### src/logic/sram_pkg.sv
`default_nettype none

package sram_pkg;

    // page pool geometry
    localparam int page_aw    = 11;     // 2048 pages
    localparam int page_count = 2048;
    localparam int slot_w     = 3;      // eight words per page

    // packet address is slice index then page number
    localparam int idx_w  = 5;
    localparam int addr_w = 16;

    // header word field positions
    localparam int hdr_dest_lsb  = 0;   // dest port, 4 bits
    localparam int hdr_prior_lsb = 4;   // priority, 3 bits
    localparam int hdr_len_lsb   = 10;  // pages minus one
    localparam int hdr_len_w     = 6;

    // one link table entry per page
    typedef struct packed {
        logic [page_aw-1:0] next_page;  // chain to the following page
        logic               last;       // final page of its packet
        logic [slot_w-1:0]  last_slot;  // highest slot holding data
        logic [7:0]         ecc;        // folded page code
    } page_meta_t;

    typedef enum logic [1:0] {
        wr_idle,
        wr_first,   // header page
        wr_later
    } wr_state_e;

    typedef enum logic [1:0] {
        rd_idle,
        rd_fetch,   // wait out the link table read
        rd_stream,
        rd_release  // give the page back
    } rd_state_e;

endpackage

`default_nettype wire

### src/logic/page_pool_if.sv
`default_nettype none

interface page_pool_if;

    logic                             pop;          // take the head page
    logic [sram_pkg::page_aw-1:0]     pop_page;     // page at the head
    logic [sram_pkg::hdr_len_w-1:0]   peek_offset;  // depth to look ahead
    logic [sram_pkg::page_aw-1:0]     peek_page;    // one cycle after offset
    logic                             push;         // return a page
    logic [sram_pkg::page_aw-1:0]     push_page;
    logic                             ready;        // initial fill done

    modport queue (
        input  pop, peek_offset, push, push_page,
        output pop_page, peek_page, ready
    );

    modport writer (
        output pop, peek_offset,
        input  pop_page, peek_page
    );

    modport reader (
        output push, push_page
    );

endinterface

`default_nettype wire

### src/logic/page_ecc.sv
`default_nettype none

module page_ecc (
    input  logic        clk,
    input  logic        rst_n,
    input  logic        clear,   // first word of a page
    input  logic        en,
    input  logic [15:0] data,
    output logic [7:0]  code
);

    logic [7:0] folded;
    logic [7:0] base;

    assign folded = data[7:0] ^ data[15:8];   // bit k with bit k+8
    assign base   = clear ? 8'h00 : code;     // restart on a new page

    always_ff @(posedge clk) begin
        if (!rst_n)
            code <= 8'h00;
        else if (en)
            code <= base ^ folded;
    end

endmodule

`default_nettype wire

### src/logic/sram_write_ctrl.sv
`default_nettype none

module sram_write_ctrl (
    input  logic                          clk,
    input  logic                          rst_n,
    input  logic                          wr_vld,
    input  logic [15:0]                   wr_data,
    input  logic                          wr_eop,
    page_pool_if.writer                   pool,
    output logic                          ram_wr_en,
    output logic [sram_pkg::page_aw-1:0]  ram_page,
    output logic [sram_pkg::slot_w-1:0]   ram_slot,
    output logic                          meta_wr_en,
    output logic [sram_pkg::page_aw-1:0]  meta_page,
    output sram_pkg::page_meta_t          meta,
    output logic                          join_req,
    output logic [3:0]                    dest,
    output logic [2:0]                    prior,
    output logic [sram_pkg::page_aw-1:0]  head_page,
    output logic [sram_pkg::page_aw-1:0]  tail_page
);

    sram_pkg::wr_state_e          state_q;
    logic [sram_pkg::slot_w-1:0]  slot_q;
    logic [sram_pkg::page_aw-1:0] page_q;        // page being filled
    logic                         hdr;
    logic                         page_start;
    logic                         page_end;
    logic                         last_q;
    logic [sram_pkg::slot_w-1:0]  last_slot_q;
    logic [7:0]                   ecc_code;
    logic                         s1_vld_q;      // header seen last edge
    logic                         s2_vld_q;
    logic [3:0]                   s1_dest_q;
    logic [2:0]                   s1_prior_q;
    logic [sram_pkg::page_aw-1:0] s1_head_q;
    logic [3:0]                   s2_dest_q;
    logic [2:0]                   s2_prior_q;
    logic [sram_pkg::page_aw-1:0] s2_head_q;
    logic [sram_pkg::page_aw-1:0] s2_tail_q;

    assign hdr        = wr_vld && state_q == sram_pkg::wr_idle;
    assign page_start = wr_vld && slot_q == '0;
    assign page_end   = wr_vld && (slot_q == '1 || wr_eop);

    assign pool.pop         = page_start;    // head page taken on slot 0
    assign pool.peek_offset = hdr ? wr_data[sram_pkg::hdr_len_lsb +: sram_pkg::hdr_len_w] : '0;

    assign ram_wr_en = wr_vld;
    assign ram_page  = page_start ? pool.pop_page : page_q;
    assign ram_slot  = slot_q;

    always_ff @(posedge clk) begin
        if (!rst_n) begin
            state_q <= sram_pkg::wr_idle;
            slot_q  <= '0;
        end else if (wr_vld) begin
            slot_q <= wr_eop ? '0 : slot_q + 1'b1;   // rolls into the next page
            if (wr_eop)
                state_q <= sram_pkg::wr_idle;
            else if (state_q == sram_pkg::wr_idle)
                state_q <= sram_pkg::wr_first;
            else if (slot_q == '1)
                state_q <= sram_pkg::wr_later;
        end
    end

    always_ff @(posedge clk) begin
        if (page_start)
            page_q <= pool.pop_page;
        if (page_end) begin
            meta_page   <= ram_page;
            last_q      <= wr_eop;
            last_slot_q <= slot_q;
        end
    end

    // metadata lands the cycle after the page's last word
    always_ff @(posedge clk) begin
        if (!rst_n)
            meta_wr_en <= 1'b0;
        else
            meta_wr_en <= page_end;
    end

    // next page is whatever the queue hands out next
    assign meta = '{next_page: pool.pop_page,
                    last:      last_q,
                    last_slot: last_slot_q,
                    ecc:       ecc_code};

    page_ecc u_ecc (
        .clk   (clk),
        .rst_n (rst_n),
        .clear (slot_q == '0),
        .en    (wr_vld),
        .data  (wr_data),
        .code  (ecc_code)
    );

    // two stage join pipeline, a new header may follow a one word packet
    always_ff @(posedge clk) begin
        if (!rst_n) begin
            s1_vld_q <= 1'b0;
            s2_vld_q <= 1'b0;
            join_req <= 1'b0;
        end else begin
            s1_vld_q <= hdr;
            s2_vld_q <= s1_vld_q;
            join_req <= s2_vld_q;   // high after edge 2
        end
    end

    always_ff @(posedge clk) begin
        if (hdr) begin
            s1_dest_q  <= wr_data[sram_pkg::hdr_dest_lsb +: 4];
            s1_prior_q <= wr_data[sram_pkg::hdr_prior_lsb +: 3];
            s1_head_q  <= pool.pop_page;
        end
        if (s1_vld_q) begin
            s2_dest_q  <= s1_dest_q;
            s2_prior_q <= s1_prior_q;
            s2_head_q  <= s1_head_q;
            s2_tail_q  <= pool.peek_page;   // peek result valid now
        end
        if (s2_vld_q) begin                 // outputs hold until next request
            dest      <= s2_dest_q;
            prior     <= s2_prior_q;
            head_page <= s2_head_q;
            tail_page <= s2_tail_q;
        end
    end

endmodule

`default_nettype wire

### src/flat_wrapper.sv
// flat-port wrapper written by rule: the top's interface ports become plain ports
module sram_write_ctrl_flat 
  (clk, rst_n, wr_vld, wr_data, wr_eop, ram_wr_en, ram_page, ram_slot, meta_wr_en, meta_page, meta, join_req, dest, prior, head_page, tail_page, pool_pop, pool_peek_offset, pool_pop_page, pool_peek_page);
  page_pool_if pool_i ();
  input  logic clk;
  input  logic rst_n;
  input  logic wr_vld;
  input  logic [15:0] wr_data;
  input  logic wr_eop;
  output logic ram_wr_en;
  output logic [sram_pkg::page_aw-1:0] ram_page;
  output logic [sram_pkg::slot_w-1:0] ram_slot;
  output logic meta_wr_en;
  output logic [sram_pkg::page_aw-1:0] meta_page;
  output sram_pkg::page_meta_t meta;
  output logic join_req;
  output logic [3:0] dest;
  output logic [2:0] prior;
  output logic [sram_pkg::page_aw-1:0] head_page;
  output logic [sram_pkg::page_aw-1:0] tail_page;
  output wire logic [$bits(pool_i.pop)-1:0] pool_pop;
  output wire logic [$bits(pool_i.peek_offset)-1:0] pool_peek_offset;
  input wire logic [$bits(pool_i.pop_page)-1:0] pool_pop_page;
  input wire logic [$bits(pool_i.peek_page)-1:0] pool_peek_page;
  assign pool_pop = pool_i.pop;
  assign pool_peek_offset = pool_i.peek_offset;
  assign pool_i.pop_page = pool_pop_page;
  assign pool_i.peek_page = pool_peek_page;
  sram_write_ctrl u_core (.clk(clk), .rst_n(rst_n), .wr_vld(wr_vld), .wr_data(wr_data), .wr_eop(wr_eop), .pool(pool_i), .ram_wr_en(ram_wr_en), .ram_page(ram_page), .ram_slot(ram_slot), .meta_wr_en(meta_wr_en), .meta_page(meta_page), .meta(meta), .join_req(join_req), .dest(dest), .prior(prior), .head_page(head_page), .tail_page(tail_page));
endmodule
### config.mk
export PLATFORM = sky130hd
export DESIGN_NAME = sram_write_ctrl_flat
export DESIGN_NICKNAME = d
export VERILOG_FILES = /design/src/logic/sram_pkg.sv /design/src/logic/page_pool_if.sv /design/src/logic/page_ecc.sv /design/src/logic/sram_write_ctrl.sv /design/src/flat_wrapper.sv
export SDC_FILE = /design/constraint.sdc
export NUM_CORES = 1
export LEC_CHECK = 0
export BUFFER_PORTS_ARGS = -buffer_cell sky130_fd_sc_hd__buf_2
export CELL_PAD_IN_SITES_DETAIL_PLACEMENT = 1
export CELL_PAD_IN_SITES_GLOBAL_PLACEMENT = 2
export CORE_MARGIN = 4
export CORE_UTILIZATION = 31
export CTS_CLUSTER_DIAMETER = 150
export CTS_CLUSTER_SIZE = 12
export DETAILED_ROUTE_END_ITERATION = 7
export PLACE_DENSITY_LB_ADDON = 0.1
export RECOVER_POWER = 25
export SLEW_MARGIN = 20
export SYNTH_ARGS = -nofsm -noshare
export SYNTH_HDL_FRONTEND = slang
export SYNTH_SLANG_ARGS = --single-unit
### constraint.sdc
create_clock -name clk -period 1.7 [get_ports clk]
set_input_delay 0.34 -clock clk [delete_from_list [all_inputs] [get_ports clk]]
set_output_delay 0.34 -clock clk [all_outputs]
set_load 0.05 [all_outputs]
# Word level (Yosys, flattened, before mapping)
# Index checks and enable logic that the tools add are counted.
# classes
n_addsub	1
eq_ne	1
muxes	7
bitwise_logic	2
n_reduce_logical	8
# op_table
operator	n
8-bit XOR	2
11-bit two-way mux	1
8-bit two-way mux	1
2-bit two-way mux	3
6-bit two-way mux	1
3-bit by 1-bit adder with 3-bit output, second input constant	1
3-bit equality test, second input constant	1
1-bit logical AND	3
3-bit zero test	1
3-bit two-way mux	1
3-bit nonzero test	1
2-bit zero test	1
2-bit AND reduction	1
1-bit logical OR	1
# totals
register_bits	119
inputBits	42
out_inout_bits	87
wordCells	41

# Longest topological paths before layout
# logic_depth
depth_word	4
ltp_mapped	7
ltp_nobuf	5

# By module
# From an unflattened synthesis, not the netlist that was laid out.
# hier_totals
cells_unflattened	234
area_unflattened_um2	4159.0
# by_module_without_submodules
module	instances	cells_each	area_each_um2	seq_area_each_um2
sram_write_ctrl	1	173	3619.7	3133.0
page_ecc	1	61	539.3	160.2

# Worst setup path after synthesis
# Ideal clock, no wire load.
# synth_path
kind	reg-to-output
start	register u_core.slot_q (netlist bit u_core.ram_slot[0])
end	output ram_page[1] (netlist bit)
t_arrival_ns	1.879
path_slack_ns	-0.519
path_stages_with_launch	8
n_path_buf	2
cell_sequence	dfxtp_1 > inv_1 > ha_1 > nor2b_2 > buf_6 > nand2_4 > buf_6 > mux2_4
# synth_via
elab_chain_len	3
# synth_rtl
item	line	source
start: declaration	sram_write_ctrl.sv:24	logic [sram_pkg::slot_w-1:0] slot_q;
start signal: assignment	sram_write_ctrl.sv:58	slot_q <= wr_eop ? '0 : slot_q + 1'b1;
3-bit zero test	sram_write_ctrl.sv:43	assign page_start = wr_vld && slot_q == '0;
1-bit logical AND	sram_write_ctrl.sv:43	
11-bit two-way mux	n/a	
end: declaration	flat_wrapper.sv:11	output logic [sram_pkg::page_aw-1:0] ram_page;
# No other way between the ends.

# Worst setup path in the final report
# layout_path
start	register u_core.slot_q (netlist bit u_core.ram_slot[1])
end	output ram_page[10] (netlist bit)
# Same word-level chain as after synthesis.

==> metrics.sh <==
STATUS='finished with violations'
FAILED_CHECKS='setup timing'
ARRIVAL_PS=1800
GR-TOTAL-OVERFLOW=0
BUSIEST_LAYER='met2'
GRT_UTIL_OVERALL_PCT=12.0
LAYOUT_WORST_PATH_CYCLE_SHARE_PCT=126
SLEW-LIMIT-HEADROOM_PCT=71.3
TIMING.RR.START='u_core.ram_slot[0]$_SDFFE_PN0P_'
INITIAL_CORE_UTIL_PCT=31.6
DETAIL-ROUTE-ANTENNA-NETS=0
VIAS=2452
REPORT.FINAL.SLEW_VIOL_COUNT=0
HOLD_VIOLATIONS=0
NET-SWITCHING-POWER_mW=1.99
CLOCK_INSERTION_DELAY_WORST_SKEW_PS=410
AREAGROWTHSYNTHTOFINISH_PCT=39.4
POWERDENSITY_mW_PER_MM2=1370
TIMING.HOLD.WORST.CLASS='input pin to register'
CP.REQUIRED_PS=1360
HOLD_PATH_END='u_core.s2_tail_q[2]$_DFFE_PP_'
SYN-INSTANCE-COUNT=235
BUFFER_PORTS.INSERTED=128
PERIOD_NEEDED_PS=2140
DETAILEDPLACEMENTHPWL_MM=6.17
RELATIVE_CONTRIBUTION_OF_THE_CLOCK_NETWORK_TO_TOTAL_POWER_PCT=44.6
CTS.REPORTEDPATHS.CLKPINSLEW_PS=50
CTS_ROOT_BUF='clkbuf_16'
CLOCK_TREE.BUFFER_DEPTH=2
CTSHTREEMAXLEVEL=4
REGTOREGSETUPSLACK_PS=110
AVGVIACOUNTPERCELL=4.29
GLOBAL_ROUTE_WIRE_LENGTH_BEFORE_REPAIR_MM=13.3
POST-SYNTH-TOP-AREA-CELL='edfxtp_1'
DETAILED_ROUTING_ITERATION_COUNT_FOR_THE_PRE_ANTENNA_REPAIR_PASS=4
SYNTH.DISTINCT_CELLS=29
GRT_ANTENNA_BEFORE_REPAIR=0
MET2_USAGE_PCT=19.0
SETUP_SLACK_PS=-436
NUMCLOCKSINKS=119
GR-USAGE-MET3_PCT=4.68
BOUNDARYPINS=129
IR_DROP_uV=887
SYNTHESIZED_AREA_DIVIDED_BY_SYNTHESIZED_CELL_COUNT_UM2=17.7
INITIALDRTVIOLATIONCOUNT=86
VIAS_IN_THE_FIRST_GLOBAL_ROUTE=2491
SYNTH-SEQ-AREA-SHARE_PCT=79.1
LAYOUT-DRIVE-GT1-SHARE_PCT=47.7
WORST_SLEW_PIN_SLEW_PS=430
RSZ0062_AT_GRT='true'
CRITICALPATHCATEGORY='register to primary output'
SETUP_VIOLATIONS=18
POST_DRT_WL_PER_CELL_UM=15.5
YOSYS_WARNINGS=0
MAX_CAP_VIOL_COUNT=0
ROWS=42
SYNTH.CELL_AREA_MM2=0.00416
FINALHOLDWORSTSLACK_PS=106
INTPOWER_mW=5.93
SW_FRAC_OF_TOTAL_PCT=25.2
STARTPOINT_TYPE='register'
GRT_START_MAX_NET_PINS=30
DRC=0
NUMBER_OF_INSERTED_DIODES=0
CRITPATHCAPTURETYPE='primary output'
SYNTH_AREA_LEADERS='edfxtp_1, dfxtp_1, mux2_4'
COMB_POWER_SHARE_PCT=13.0
TRITONCTS='built'
POST-SYNTH-TOP-AREA-FRACTION_PCT=65.6
ROUTABILITYCONGESTION=0.639
FMAX_MHz=468
REPORT.POWER.TOTAL_mW=7.92
SYNTH_FP_NETS=280
SEQ_POWER_SHARE_PCT=42.5
WHS_PATH_DEPTH=1
GROUTE.LAYER.MET1.USAGE_PCT=14.1
WORST-PATH-MAX-FANOUT=12
TIMING.RR.END='u_core.meta_page[4]$_DFFE_PP_'
DIE-WIDTH_UM=124
R2R_CELLS=6
LAYOUT_COMMON_CELLS='buf_2, edfxtp_1, dfxtp_1'
TRITONCTS_BUFFERS=17
YS_FF_LATCH=119
FLOORPLAN.DIE_AREA_MM2=0.0153
POSTROUTEWIRELENGTH_MM=8.87
NUM-NETS-FINAL=428
FP.COREAREA_MM2=0.0132
TIMING.HOLD.WORST.START='pool_peek_page[2]'
DIEHEIGHT_UM=124
POWER_LEAKAGE_nW=2.31
SKEW_PS=5.08
-- through the flow --
stage	utilization [%]	TNS, ps	std cells	instance area, um^2	setup WS, ps
2_1_floorplan	-	-2340	235	4200	-132
3_3_place_gp	38.4	-601	537	5070	-86.4
3_5_place_dp	38.4	-799	537	5070	-105
4_1_cts	44.0	-6060	570	5810	-484
5_1_grt	44.0	-6920	572	5800	-545
6_report	44.0	-5290	572	5800	-436
-- cells in the mapped netlist --
cell / number
or3_1: 8
o311ai_0: 6
mux2_2: 2
dfxtp_1: 28
mux2_4: 9
a31oi_1: 1
a21oi_1: 2
buf_2: 2
o21ai_0: 1
inv_1: 14
and2b_1: 1
o2111ai_1: 8
nand2_1: 8
a211oi_1: 1
nand2_4: 1
o311ai_1: 2
ha_1: 3
buf_4: 15
a22oi_1: 1
and2_1: 9
clkbuf_1: 2
xor2_1: 8
nor2b_1: 2
a2bb2oi_1: 1
edfxtp_1: 91
nor2_1: 5
nor2b_2: 1
buf_6: 2
nor3b_4: 1
-- flip-flops by register name, indices dropped and copies added, names as in the netlist, 8 cells and up --
name and flops:
u_core.head_page 11, u_core.meta_page 11, u_core.page_q 11, u_core.s1_head_q 11, u_core.s2_head_q 11, u_core.s2_tail_q 11
u_core.tail_page 11, u_core.u_ecc.code 8
-- kinds of logic after synthesis --
kind of cell	count (synthesis)	synth area share, %
simple gates	36	5.14
flops	119	79.1
mux	11	3.79
fa+ha+maj	3	0.902
buf+inv	35	4.93
xor+xnor	8	1.68
compound gates	23	4.45
-- final cells by class --
class	count	area [um^2]
Clock inverter	14	159
Multi-Input combinational cell	81	696
Inverter	14	52.6
Fill cell	1367	7390
Timing Repair Buffer	150	942
Clock buffer	18	429
Tap cell	176	220
Sequential cell	119	3300
-- critical path: stages, from the launching register on --
cell and delay, ps:
dfxtp_4 340, inv_2 40, ha_2 160, nor2b_4 140, nand2_8 140, mux2_2 380
buf_4 190
-- power by group through the flow --
stage | registers (mW) | clock network, mW | logic [mW]
after global placement | 3.42 | 0 | 0.946
after detailed placement | 3.43 | 0 | 0.957
after global routing | 3.38 | 3.77 | 1.09
final | 3.37 | 3.53 | 1.03
after CTS | 3.37 | 3.64 | 1.05
after floorplan | 3.64 | 0 | 0.476
-- worst max path at each step --
stage | start | end | slack (ps) | cells past startpoint
6_report | u_core.ram_slot[1]$_SDFFE_PN0P_ | ram_page[10] | -440 | 6
5_1_grt | u_core.ram_slot[1]$_SDFFE_PN0P_ | ram_page[10] | -550 | 6
4_1_cts | u_core.ram_slot[1]$_SDFFE_PN0P_ | ram_page[10] | -480 | 6
3_5_place_dp | u_core.ram_slot[1]$_SDFFE_PN0P_ | ram_page[10] | -100 | 6
3_3_place_gp | u_core.ram_slot[1]$_SDFFE_PN0P_ | ram_page[0] | -90 | 6
2_1_floorplan | u_core.ram_slot[1]$_SDFFE_PN0P_ | ram_page[1] | -130 | 7
-- metal layers --
metal	part of all wire (%)	wire length, um	vias up
li1	-	-	1161
met1	41	3680	1190
met2	49	4370	84
met3	7.3	646	17
met4	2.0	177	0
met5	0	0	-
-- timing repair --
action,CTS,global route
pin swaps,1,2
hold buffers,0,0
setup endpoints to repair,18,32
buffers inserted,1,2
cloned,0,0
gates resized for setup,43,3
Power figures use the tool's default switching activity.
