$ cat src/logic/sram_pkg.sv
`default_nettype none

package sram_pkg;

    // page pool geometry
    localparam int page_aw    = 11;     // 2048 pages
    localparam int page_count = 2048;
    localparam int slot_w     = 3;      // eight words per page

    // packet address is slice index then page number
    localparam int idx_w  = 5;
    localparam int addr_w = 16;

    // header word field positions
    localparam int hdr_dest_lsb  = 0;   // dest port, 4 bits
    localparam int hdr_prior_lsb = 4;   // priority, 3 bits
    localparam int hdr_len_lsb   = 10;  // pages minus one
    localparam int hdr_len_w     = 6;

    // one link table entry per page
    typedef struct packed {
        logic [page_aw-1:0] next_page;  // chain to the following page
        logic               last;       // final page of its packet
        logic [slot_w-1:0]  last_slot;  // highest slot holding data
        logic [7:0]         ecc;        // folded page code
    } page_meta_t;

    typedef enum logic [1:0] {
        wr_idle,
        wr_first,   // header page
        wr_later
    } wr_state_e;

    typedef enum logic [1:0] {
        rd_idle,
        rd_fetch,   // wait out the link table read
        rd_stream,
        rd_release  // give the page back
    } rd_state_e;

endpackage

`default_nettype wire

$ cat src/logic/page_pool_if.sv
`default_nettype none

interface page_pool_if;

    logic                             pop;          // take the head page
    logic [sram_pkg::page_aw-1:0]     pop_page;     // page at the head
    logic [sram_pkg::hdr_len_w-1:0]   peek_offset;  // depth to look ahead
    logic [sram_pkg::page_aw-1:0]     peek_page;    // one cycle after offset
    logic                             push;         // return a page
    logic [sram_pkg::page_aw-1:0]     push_page;
    logic                             ready;        // initial fill done

    modport queue (
        input  pop, peek_offset, push, push_page,
        output pop_page, peek_page, ready
    );

    modport writer (
        output pop, peek_offset,
        input  pop_page, peek_page
    );

    modport reader (
        output push, push_page
    );

endinterface

`default_nettype wire

$ cat src/logic/page_ecc.sv
`default_nettype none

module page_ecc (
    input  logic        clk,
    input  logic        rst_n,
    input  logic        clear,   // first word of a page
    input  logic        en,
    input  logic [15:0] data,
    output logic [7:0]  code
);

    logic [7:0] folded;
    logic [7:0] base;

    assign folded = data[7:0] ^ data[15:8];   // bit k with bit k+8
    assign base   = clear ? 8'h00 : code;     // restart on a new page

    always_ff @(posedge clk) begin
        if (!rst_n)
            code <= 8'h00;
        else if (en)
            code <= base ^ folded;
    end

endmodule

`default_nettype wire

$ cat src/logic/sram_read_ctrl.sv
`default_nettype none

module sram_read_ctrl (
    input  logic                          clk,
    input  logic                          rst_n,
    input  logic                          start,
    input  logic [sram_pkg::page_aw-1:0]  head_page,
    page_pool_if.reader                   pool,
    output logic [sram_pkg::page_aw-1:0]  ram_page,
    output logic [sram_pkg::slot_w-1:0]   ram_slot,
    input  logic [15:0]                   ram_dout,
    output logic [sram_pkg::page_aw-1:0]  meta_page,
    input  sram_pkg::page_meta_t          meta,
    output logic                          vld,
    output logic [15:0]                   data,
    output logic                          eop,
    output logic                          ecc_err,
    output logic                          busy
);

    sram_pkg::rd_state_e          state_q;
    logic [sram_pkg::page_aw-1:0] page_q;       // page being streamed
    logic [sram_pkg::slot_w-1:0]  slot_q;
    logic [sram_pkg::slot_w-1:0]  end_slot;
    logic                         issue;
    logic                         issue_end;
    logic                         first_q;      // page's first word on ram_dout
    logic                         page_end_q;   // page's final word on ram_dout
    logic [7:0]                   ecc_code;
    logic [7:0]                   ecc_calc;

    assign end_slot  = meta.last ? meta.last_slot : '1;   // full page unless last
    assign issue     = state_q == sram_pkg::rd_stream;
    assign issue_end = issue && slot_q == end_slot;

    always_ff @(posedge clk) begin
        if (!rst_n) begin
            state_q    <= sram_pkg::rd_idle;
            slot_q     <= '0;
            vld        <= 1'b0;
            first_q    <= 1'b0;
            page_end_q <= 1'b0;
            eop        <= 1'b0;
        end else begin
            case (state_q)
                sram_pkg::rd_idle:
                    if (start)
                        state_q <= sram_pkg::rd_fetch;
                sram_pkg::rd_fetch:
                    state_q <= sram_pkg::rd_stream;   // meta valid next cycle
                sram_pkg::rd_stream:
                    if (slot_q == end_slot)
                        state_q <= sram_pkg::rd_release;
                default:
                    state_q <= meta.last ? sram_pkg::rd_idle : sram_pkg::rd_fetch;
            endcase
            slot_q     <= issue ? slot_q + 1'b1 : '0;
            // ram read is one cycle, flags follow the data
            vld        <= issue;
            first_q    <= issue && slot_q == '0;
            page_end_q <= issue_end;
            eop        <= issue_end && meta.last;
        end
    end

    always_ff @(posedge clk) begin
        if (state_q == sram_pkg::rd_idle && start)
            page_q <= head_page;
        else if (state_q == sram_pkg::rd_release)
            page_q <= meta.next_page;   // follow the chain
    end

    assign ram_page  = page_q;
    assign ram_slot  = slot_q;
    assign meta_page = page_q;
    assign data      = ram_dout;
    assign busy      = state_q != sram_pkg::rd_idle;

    // freed page goes back while its last word is out
    assign pool.push      = state_q == sram_pkg::rd_release;
    assign pool.push_page = page_q;

    page_ecc u_ecc (
        .clk   (clk),
        .rst_n (rst_n),
        .clear (first_q),
        .en    (vld),
        .data  (ram_dout),
        .code  (ecc_code)
    );

    // fold in the current word so the check lines up with it
    assign ecc_calc = (first_q ? 8'h00 : ecc_code) ^ ram_dout[7:0] ^ ram_dout[15:8];
    assign ecc_err  = page_end_q && ecc_calc != meta.ecc;

endmodule

`default_nettype wire

$ cat src/flat_wrapper.sv
// flat-port wrapper written by rule: the top's interface ports become plain ports
module sram_read_ctrl_flat 
  (clk, rst_n, start, head_page, ram_page, ram_slot, ram_dout, meta_page, meta, vld, data, eop, ecc_err, busy, pool_push, pool_push_page);
  page_pool_if pool_i ();
  input  logic clk;
  input  logic rst_n;
  input  logic start;
  input  logic [sram_pkg::page_aw-1:0] head_page;
  output logic [sram_pkg::page_aw-1:0] ram_page;
  output logic [sram_pkg::slot_w-1:0] ram_slot;
  input  logic [15:0] ram_dout;
  output logic [sram_pkg::page_aw-1:0] meta_page;
  input  sram_pkg::page_meta_t meta;
  output logic vld;
  output logic [15:0] data;
  output logic eop;
  output logic ecc_err;
  output logic busy;
  output wire logic [$bits(pool_i.push)-1:0] pool_push;
  output wire logic [$bits(pool_i.push_page)-1:0] pool_push_page;
  assign pool_push = pool_i.push;
  assign pool_push_page = pool_i.push_page;
  sram_read_ctrl u_core (.clk(clk), .rst_n(rst_n), .start(start), .head_page(head_page), .pool(pool_i), .ram_page(ram_page), .ram_slot(ram_slot), .ram_dout(ram_dout), .meta_page(meta_page), .meta(meta), .vld(vld), .data(data), .eop(eop), .ecc_err(ecc_err), .busy(busy));
endmodule
$ cat config.mk
export PLATFORM = sky130hd
export DESIGN_NAME = sram_read_ctrl_flat
export DESIGN_NICKNAME = d
export VERILOG_FILES = /design/src/logic/sram_pkg.sv /design/src/logic/page_pool_if.sv /design/src/logic/page_ecc.sv /design/src/logic/sram_read_ctrl.sv /design/src/flat_wrapper.sv
export SDC_FILE = /design/constraint.sdc
export NUM_CORES = 1
export LEC_CHECK = 0
export BUFFER_PORTS_ARGS = -buffer_cell sky130_fd_sc_hd__buf_2
export CAP_MARGIN = 20
export CORE_MARGIN = 3
export CORE_UTILIZATION = 41
export CTS_CLUSTER_DIAMETER = 50
export CTS_CLUSTER_SIZE = 30
export DETAILED_ROUTE_END_ITERATION = 8
export GPL_TIMING_DRIVEN = 0
export HOLD_SLACK_MARGIN = 0.06
export PLACE_DENSITY = 0.89
export SYNTH_ARGS = -nofsm -noshare
export SYNTH_HDL_FRONTEND = slang
export SYNTH_HIERARCHICAL = 1
export SYNTH_SLANG_ARGS = --single-unit
$ cat constraint.sdc
create_clock -name clk -period 1.4 [get_ports clk]
set_input_delay 0.07 -clock clk [delete_from_list [all_inputs] [get_ports clk]]
set_output_delay 0.07 -clock clk [all_outputs]
set_load 0.005 [all_outputs]
# [Word level (Yosys, flattened, before mapping)]
# Cells that the tools add are included.
[totals] rom_bits=0 reg_bits=28 in_bits=53 elab_cells=39 output_inout_bits=57 ramBits=0 memories=0 latchBits=0
[classes] add_sub_neg=1 n_mux=8 n_bitwise=4 mul=0 n_div=0 n_eq_ne=7 n_reduce_logical=11 shift=0 magnitude_cmp=0
[ops] op="XOR 8 bit" count=4
[ops] op="two-way mux 11 bit" count=2
[ops] op="two-way mux 8 bit" count=1
[ops] op="inequality test 8 bit" count=1
[ops] op="case mux 2 bit (3 select lines)" count=1
[ops] op="logical AND 1 bit" count=5
[ops] op="equality test 2 bit, second input constant" count=2
[ops] op="two-way mux 2 bit" count=2
[ops] op="inequality test 2 bit, second input constant" count=2
[ops] op="AND reduction 2 bit" count=2
[ops] op="nonzero test 2 bit" count=2
[ops] op="adder 3 x 1 -> 3 bit, second input constant" count=1
[ops] op="equality test 3 bit" count=1
[ops] op="zero test 3 bit" count=1
[ops] op="two-way mux 3 bit" count=1
[ops] op="equality test 2 x 1 -> 1 bit, second input constant" count=1
[ops] op="zero test 2 bit" count=1
[ops] op="two-way mux 1 bit" count=1

# [Longest topological paths before layout]
# Gate-level depths: netlist of run 1.
[depth] depth_word=5 depth_mapped=6 ltp_nobuf=6

# [Hierarchy]
# The synthesis of run 1 kept the hierarchy.
[modules_own_cells] mod="sram_read_ctrl" cells_each=144 instances=1 area_per_inst_um2=1483.9
[modules_own_cells] mod="page_ecc" cells_each=61 instances=1 area_per_inst_um2=539.3

# [Least setup slack after synthesis of run 1]
# No wires, ideal clock.
[synth_timing] path_type="register to register" from="register u_core.state_q[0]" to="register u_core.page_q (netlist bit u_core/meta_page[0]), data pin" path_stages_with_launch=6 period_less_slack_ps=1492 arrival_time_ps=1232 setup_slack_ps=-92 n_path_buf=1 setup_ps=260 required_time_ps=1140 cell_sequence="dfxtp_1 inv_1 ha_1 nand2_1 buf_2 mux2_2"
[synth_via] elab_chain_len=3
[synth_lines] element="start, declared" line_no="sram_read_ctrl.sv:21" text="sram_pkg::rd_state_e state_q;"
[synth_lines] element="start signal, assigned" line_no="sram_read_ctrl.sv:38" text="state_q <= sram_pkg::rd_idle;"
[synth_lines] element="start signal, assigned" line_no="sram_read_ctrl.sv:48" text="state_q <= sram_pkg::rd_fetch;"
[synth_lines] element="start signal, assigned" line_no="sram_read_ctrl.sv:50" text="state_q <= sram_pkg::rd_stream;"
[synth_lines] element="zero test 2 bit" line_no="sram_read_ctrl.sv:67" text="if (state_q == sram_pkg::rd_idle && start)"
[synth_lines] element="logical AND 1 bit" line_no="sram_read_ctrl.sv:67"
[synth_lines] element="two-way mux 11 bit" line_no="sram_read_ctrl.sv:67"
[synth_lines] element="end signal, assigned" line_no="sram_read_ctrl.sv:68" text="page_q <= head_page;"
[synth_lines] element="end signal, assigned" line_no="sram_read_ctrl.sv:70" text="page_q <= meta.next_page;"
[synth_lines] element="end, declared" line_no="sram_read_ctrl.sv:22" text="logic [sram_pkg::page_aw-1:0] page_q;"
# Every way passes these cells.
# A chain may end at the register's enable or synchronous reset.

# [Worst setup path in the final report of run 1]
[layout_timing] from="register u_core.first_q" to="output port ecc_err"
[layout_via] elab_chain_len=5
[layout_lines] element="start, declared" line_no="sram_read_ctrl.sv:27" text="logic first_q;"
[layout_lines] element="start signal, assigned" line_no="sram_read_ctrl.sv:41" text="first_q <= 1'b0;"
[layout_lines] element="start signal, assigned" line_no="sram_read_ctrl.sv:60" text="first_q <= issue && slot_q == '0;"
[layout_lines] element="two-way mux 8 bit" line_no="sram_read_ctrl.sv:93" text="assign ecc_calc = (first_q ? 8'h00 : ecc_code) ^ ram_dout[7:0] ^ ram_dout[15:8];"
[layout_lines] element="XOR 8 bit (2 in a row)" line_no="sram_read_ctrl.sv:93"
[layout_lines] element="inequality test 8 bit" line_no="sram_read_ctrl.sv:94" text="assign ecc_err = page_end_q && ecc_calc != meta.ecc;"
[layout_lines] element="logical AND 1 bit" line_no="sram_read_ctrl.sv:94"
[layout_lines] element="end, declared" line_no="flat_wrapper.sv:17" text="output logic ecc_err;"
# Every way passes these cells.

==> results.json, run 1 <==
{
  "outcome": "finished with violations",
  "violations": "setup timing",
  "synth_top_cell_area_share": 0.1682,
  "relSlewSlack": 0.7874,
  "critPathKind": "reg -> out",
  "core_mm2": 0.004564,
  "maxSlewViolCount": 0,
  "synth_warnings": 6,
  "start_util": 0.4433,
  "clock_sinks": 28,
  "io_buffers": 109,
  "postCtsHoldBufs": 0,
  "worst_pin_slew_ns": 0.3178,
  "yosys-top-cells-count": "buf_4, xnor2_1, dfxtp_1",
  "ioPinCount": 110,
  "fin_skew_ns": 0.005534,
  "placed_cell_area_mm2": 0.002661,
  "peakVddDrop_v": 0.001163,
  "ant_nets": 0,
  "hold_ws_ns": 0.08766,
  "cellLeakagePower_nw": 1.436,
  "dr.pass1.iters": 4,
  "cp-start-kind": "register",
  "maxCapViolCount": 0,
  "synth_area_per_cell_um2": 9.869,
  "synth-seq-cells": 28,
  "die_h_um": 76.25,
  "period_share": 1.374,
  "final_util": 0.6700,
  "grt_start_max_net_pins": 17,
  "dieArea_mm2": 0.005813,
  "die_w_um": 76.25,
  "cts_buffer_depth": 2,
  "cts_made_buffers": 3,
  "drt_iter0_markers": 85,
  "grt-ovfl-total": 0,
  "hp-class": "in -> reg",
  "gr-usage-all-layers": 0.1897,
  "rows": 24,
  "synth_edf_count": 11,
  "synth_cell_types": 35,
  "netlist_instances": 205,
  "clk_pin_slew_ns": 0.10,
  "first_global_vias": 1966,
  "critPathRequiredTime_ns": 1.33,
  "rsz0062_at_grt": "yes",
  "viasPerCell": 4.709,
  "wl_per_cell_um": 14.10,
  "design_area_mm2": 0.003058,
  "critPathMaxFanout": 4,
  "insertedDiodeCount": 0,
  "grt_pass1_wl_um": 9121,
  "power_density_mw_per_mm2": 1330,
  "drt-total-wl_um": 5612,
  "drc": 0,
  "synthArstFlopShare": 0,
  "synth_area_leaders": "dfxtp_1, edfxtp_1, buf_4",
  "synth_ff_type": "dfxtp_1",
  "final_layout_size_suffix_gt1_frac": 0.6607,
  "layout_setup_ws_ns": -0.5231,
  "synth.most_common_cell": "buf_4",
  "hpwlAfterDp_um": 4160,
  "synth.largest_area_cell": "dfxtp_1",
  "nNetsFinal": 392,
  "routabilityCongestion": 0.8051,
  "dp_cells": 379,
  "hold_violations": 0,
  "cts_tree": "done",
  "via_count": 1874,
  "htreeDepth": 1,
  "total_power_mw": 4.067,
  "setup_viol": 8,
  "syn_nets": 263,
  "endpoint_kind": "primary output",
  "period_needed_ns": 1.923,
  "seq_area_frac_synth": 0.3315,
  "antenna_found_initial": 0,
  "worstPathArrival_ns": 1.85,
  "syn_area_mm2": 0.002023,
  "max_freq_mhz": 520.0,
  "areaGrowthSynthToFinish_pct": 51.14,
  "clkLatencyLatePin_ns": 0.28,
  "root_buffer": "clkbuf_8",
  "nFillCells": 368,
  "final_cells": 398
}
==> where the power goes <==
group	internal, mW	switching [mW]	leakage, nW
combinational	1.26	0.888	1.15
sequential	1.10	0.175	0.246
clock	0.383	0.258	0.0357
total	2.75	1.32	1.44
==> cell type report <==
| cell class | instances | area (um^2) | share of cell area |
|---|---|---|---|
| Buffer | 42 | 327.8 | 0.1072 |
| Clock buffer | 3 | 41.29 | 0.01350 |
| Clock inverter | 1 | 30.03 | 0.009820 |
| Inverter | 7 | 26.28 | 0.008592 |
| Multi-Input combinational cell | 128 | 1185 | 0.3875 |
| Sequential cell | 28 | 681.9 | 0.2230 |
| Tap cell | 65 | 81.33 | 0.02660 |
| Timing Repair Buffer | 124 | 684.4 | 0.2238 |
==> cells in the final DEF, fill, tap and decap left out, types with 2 or more instances in the layout <==
master    instances
nor2_1            2
dfxtp_4           2
dfxtp_1          12
buf_6             9
and3_1            5
clkbuf_8          3
nand2b_2          4
dfxtp_2           3
xor2_1            9
a311o_1           8
nand3_1           2
ha_1              3
nand2_1          13
xnor2_2           4
buf_4            46
and3_4            3
buf_2           110
xnor2_1          22
edfxtp_1         11
nor3_2            3
nor3_1            4
mux2i_1           2
mux2_2           11
nand2b_1          4
nand2b_4          7
inv_1             6
==> path summary, 6_finish.rpt <==
check / startpoint / to / slack (ns) / depth (start not counted)
worst max-delay path: u_core/first_q / ecc_err / -0.52 / 8
worst min-delay path: head_page[2] / u_core/meta_page[2] / 0.09 / 2
worst max register to register: u_core/first_q / u_core/u_ecc/code[3] / -0.35 / 9
worst min register to register: u_core/ram_slot[0] / u_core/ram_slot[0] / 0.51 / 1
==> what timing repair did <==
action,in CTS,in global routing
endpoints found under the setup margin,23,31
cloned,1,0
hold endpoints to repair,0,0
gates resized for setup,24,24
setup buffers,11,4
pin swaps,13,13
==> through the flow <==
step,setup TNS (ns),setup slack (ns)
finish,-1.596,-0.5231
global route,-1.941,-0.6074
floorplan,-0.02734,-0.003037
detailed placement,-1.412,-0.2902
CTS,-0.8302,-0.4216
global placement,-0.9457,-0.2795
==> flip-flops by register name (all words and copies together), names as in the netlist <==
name	flops
u_core/eop	1
u_core/first_q	1
u_core/meta_page	11
u_core/page_end_q	1
u_core/ram_slot	3
u_core/state_q	2
u_core/u_ecc/code	8
u_core/vld	1
==> worst max-delay path, cell delays in order (launching register included) <==
cell and delay (ns):
dfxtp_4 0.36, buf_6 0.12, buf_6 0.10, nand2b_4 0.14, xnor2_2 0.14, xnor2_1 0.13, nor4_1 0.34, a21boi_1 0.11
buf_2 0.14
==> routing by layer <==
metal	global-route usage	wire (um)
met1	0.2022	2037
met2	0.3796	3264
met3	0.02955	237
met4	0.05072	73
met5	0	0
==> cells by family (layout without fill, tap and decap cells) <==
| kind of cell | Yosys count | count (layout) | synth area share |
|---|---|---|---|
| buffers and inverters | 49 | 177 | 0.1701 |
| AND/OR/NAND/NOR | 60 | 60 | 0.1738 |
| flip-flops | 28 | 28 | 0.3315 |
| adder cells (fa/ha/maj) | 5 | 5 | 0.03092 |
| XOR/XNOR | 35 | 35 | 0.1515 |
| multiplexers | 13 | 13 | 0.07112 |
| AO/OA/AOI/OAI | 15 | 15 | 0.07112 |
Power figures use the tool's default switching activity.
==> run 2, diff against run 1 <==
==> constraint.sdc (replaced) <==
create_clock -name clk -period 1.4 [get_ports clk]
set_input_delay 0.07 -clock clk [delete_from_list [all_inputs] [get_ports clk]]
set_output_delay 0.07 -clock clk [all_outputs]
set_load 0.02 [all_outputs]
==> run 2 against run 1 <==
Against the previous run:
- the flow still finishes with violations (setup timing)
- sequential share of layout area rose by 0.81 points
- global-route usage fell by 1.5 points
- wire length fell by 4.5%
- utilization fell by 2.2 points
- worst setup slack improved by 0.077 ns
- sequential cell count did not move
- count of clock-buffer cells in the layout rose by 1
- die area did not move
- clock power fell by 23%
- maximum frequency rose by 4.2%
- hold slack improved by 0.0062 ns
- first-iteration DRC count fell by 29%
- critical path type unchanged
- largest cell class unchanged
==> results.json, run 2 (synthesized netlist as in run 1, its figures left out) <==
{
  "total_power_mw": 4.287,
  "dr.pass1.iters": 4,
  "drt-total-wl_um": 5357,
  "wl_per_cell_um": 13.70,
  "clock_sinks": 28,
  "pwr-share-seq": 0.298,
  "p_int_mw": 2.612,
  "start_util": 0.4433,
  "maxCapViolCount": 0,
  "power_density_mw_per_mm2": 1450,
  "fin_skew_ns": 0.001521,
  "critPathKind": "reg -> out",
  "routabilityCongestion": 0.8191,
  "cpMostUsedCell": "xnor2_1",
  "pwr-share-comb": 0.587,
  "period_share": 1.319,
  "viasPerCell": 4.775,
  "cts_buffer_depth": 2,
  "period_needed_ns": 1.846,
  "drc": 0,
  "grt_pass1_wl_um": 8452,
  "io_buffers": 109,
  "worstPathArrival_ns": 1.78,
  "die_h_um": 76.25,
  "hold_violations": 0,
  "htreeDepth": 1,
  "layout_setup_ws_ns": -0.4462,
  "first_global_vias": 1807,
  "die_w_um": 76.25,
  "final_cell_mix": "buf_2, buf_4, xnor2_1",
  "cts_made_buffers": 3,
  "critPathMaxFanout": 7,
  "insertedDiodeCount": 0,
  "endpoint_kind": "primary output",
  "clkPwrFrac": 0.115,
  "worst_pin_slew_ns": 0.3269,
  "rows": 24,
  "outcome": "finished with violations",
  "swShare": 0.3907,
  "root_buffer": "clkbuf_8",
  "areaGrowthSynthToFinish_pct": 46.14,
  "hp-class": "in -> reg",
  "nFillCells": 384,
  "peakVddDrop_v": 0.0008800,
  "rsz0062_at_grt": "yes",
  "grt-ovfl-total": 0,
  "maxSlewViolCount": 0,
  "largest_reg_flops": 11,
  "core_mm2": 0.004564,
  "hpwlAfterDp_um": 3977,
  "setup_viol": 2,
  "p_sw_mw": 1.675,
  "clkLatencyLatePin_ns": 0.27,
  "cp_cell_sequence": "buf_12 > nor2b_1 > xnor2_1 > xnor2_1 > nor4_2 > a21boi_1 > buf_4",
  "final_layout_size_suffix_gt1_frac": 0.6258,
  "gr-usage-all-layers": 0.1747,
  "max_stage_delay_ns": 0.36,
  "cts_tree": "done",
  "setup_tns_ns": -0.5003,
  "violations": "setup timing",
  "nNetsFinal": 385,
  "final_common_cell": "buf_2",
  "ant_nets": 0,
  "slowest_stage": "dfxtp_4",
  "ioPinCount": 110,
  "clk_pin_slew_ns": 0.09,
  "drt_iter0_markers": 60,
  "dieArea_mm2": 0.005813,
  "critPathRequiredTime_ns": 1.33,
  "antenna_found_initial": 0,
  "via_count": 1867,
  "grt_start_max_net_pins": 16,
  "relSlewSlack": 0.7793,
  "cellLeakagePower_nw": 1.407,
  "cp-start-kind": "register",
  "max_freq_mhz": 541.6
}
[run 2: path summary, 6_finish.rpt]
kind         slack [ns]  cells after the start                from              endpoint
min                0.09                      2        head_page[6]   u_core/meta_page[6]
min reg2reg        0.51                      1  u_core/ram_slot[2]        u_core/first_q
max reg2reg       -0.05                      6      u_core/first_q  u_core/u_ecc/code[3]
max               -0.45                      7      u_core/first_q               ecc_err
[run 2: cell type report]
cell class / count / area (um^2) / share of cell area
Multi-Input combinational cell: 128 / 1126 / 0.3809
Tap cell: 65 / 81.33 / 0.02751
Clock buffer: 4 / 55.05 / 0.01862
Inverter: 7 / 26.28 / 0.008887
Buffer: 41 / 312.8 / 0.1058
Sequential cell: 28 / 683.2 / 0.2311
Timing Repair Buffer: 118 / 671.9 / 0.2273
[run 2: repair_timing]
action	4_1_cts	5_1_grt
resized for setup	25	13
hold buffers	0	0
cloned	1	0
endpoints found under the setup margin	25	16
buffers inserted	6	2
pin swaps	7	10
[run 2: power groups by stage]
stage / Combinational, mW / Clock (mW) / Sequential [mW]
floorplan: 1.39 / 0 / 1.40
global placement: 2.06 / 0 / 1.28
detailed placement: 2.10 / 0 / 1.29
CTS: 2.41 / 0.502 / 1.27
global route: 2.70 / 0.537 / 1.31
finish: 2.52 / 0.492 / 1.28
[run 2: routing by layer]
| metal | part of all wire | up-vias | track usage |
|---|---|---|---|
| met1 | 0.36 | 883 | 0.1909 |
| met3 | 0.049 | 15 | 0.04019 |
| met2 | 0.57 | 67 | 0.3366 |
| met5 | 0 | - | 0 |
| li1 | - | 902 | - |
| met4 | 0.020 | 0 | 0.04167 |
[run 2: through the flow]
stage	cell area (um^2)	hold slack (ns)	instances	setup WS (ns)	utilization
CTS	2864	0.09009	390	-0.3632	0.6275
detailed placement	2660	0.3774	379	-0.3217	0.5828
finish	2957	0.09389	391	-0.4462	0.6478
global route	2957	0.08782	391	-0.5738	0.6478
global placement	2660	0.3688	379	-0.3073	0.5828
floorplan	2033	0.1917	205	-0.03157	-
[run 2: worst max-delay path: cells and delay by family, from the launching register on]
kind	cells	cell delay [ns]
compound gates	1	0.10
xor+xnor	2	0.26
buf+inv	2	0.30
flops	1	0.36
simple gates	2	0.48
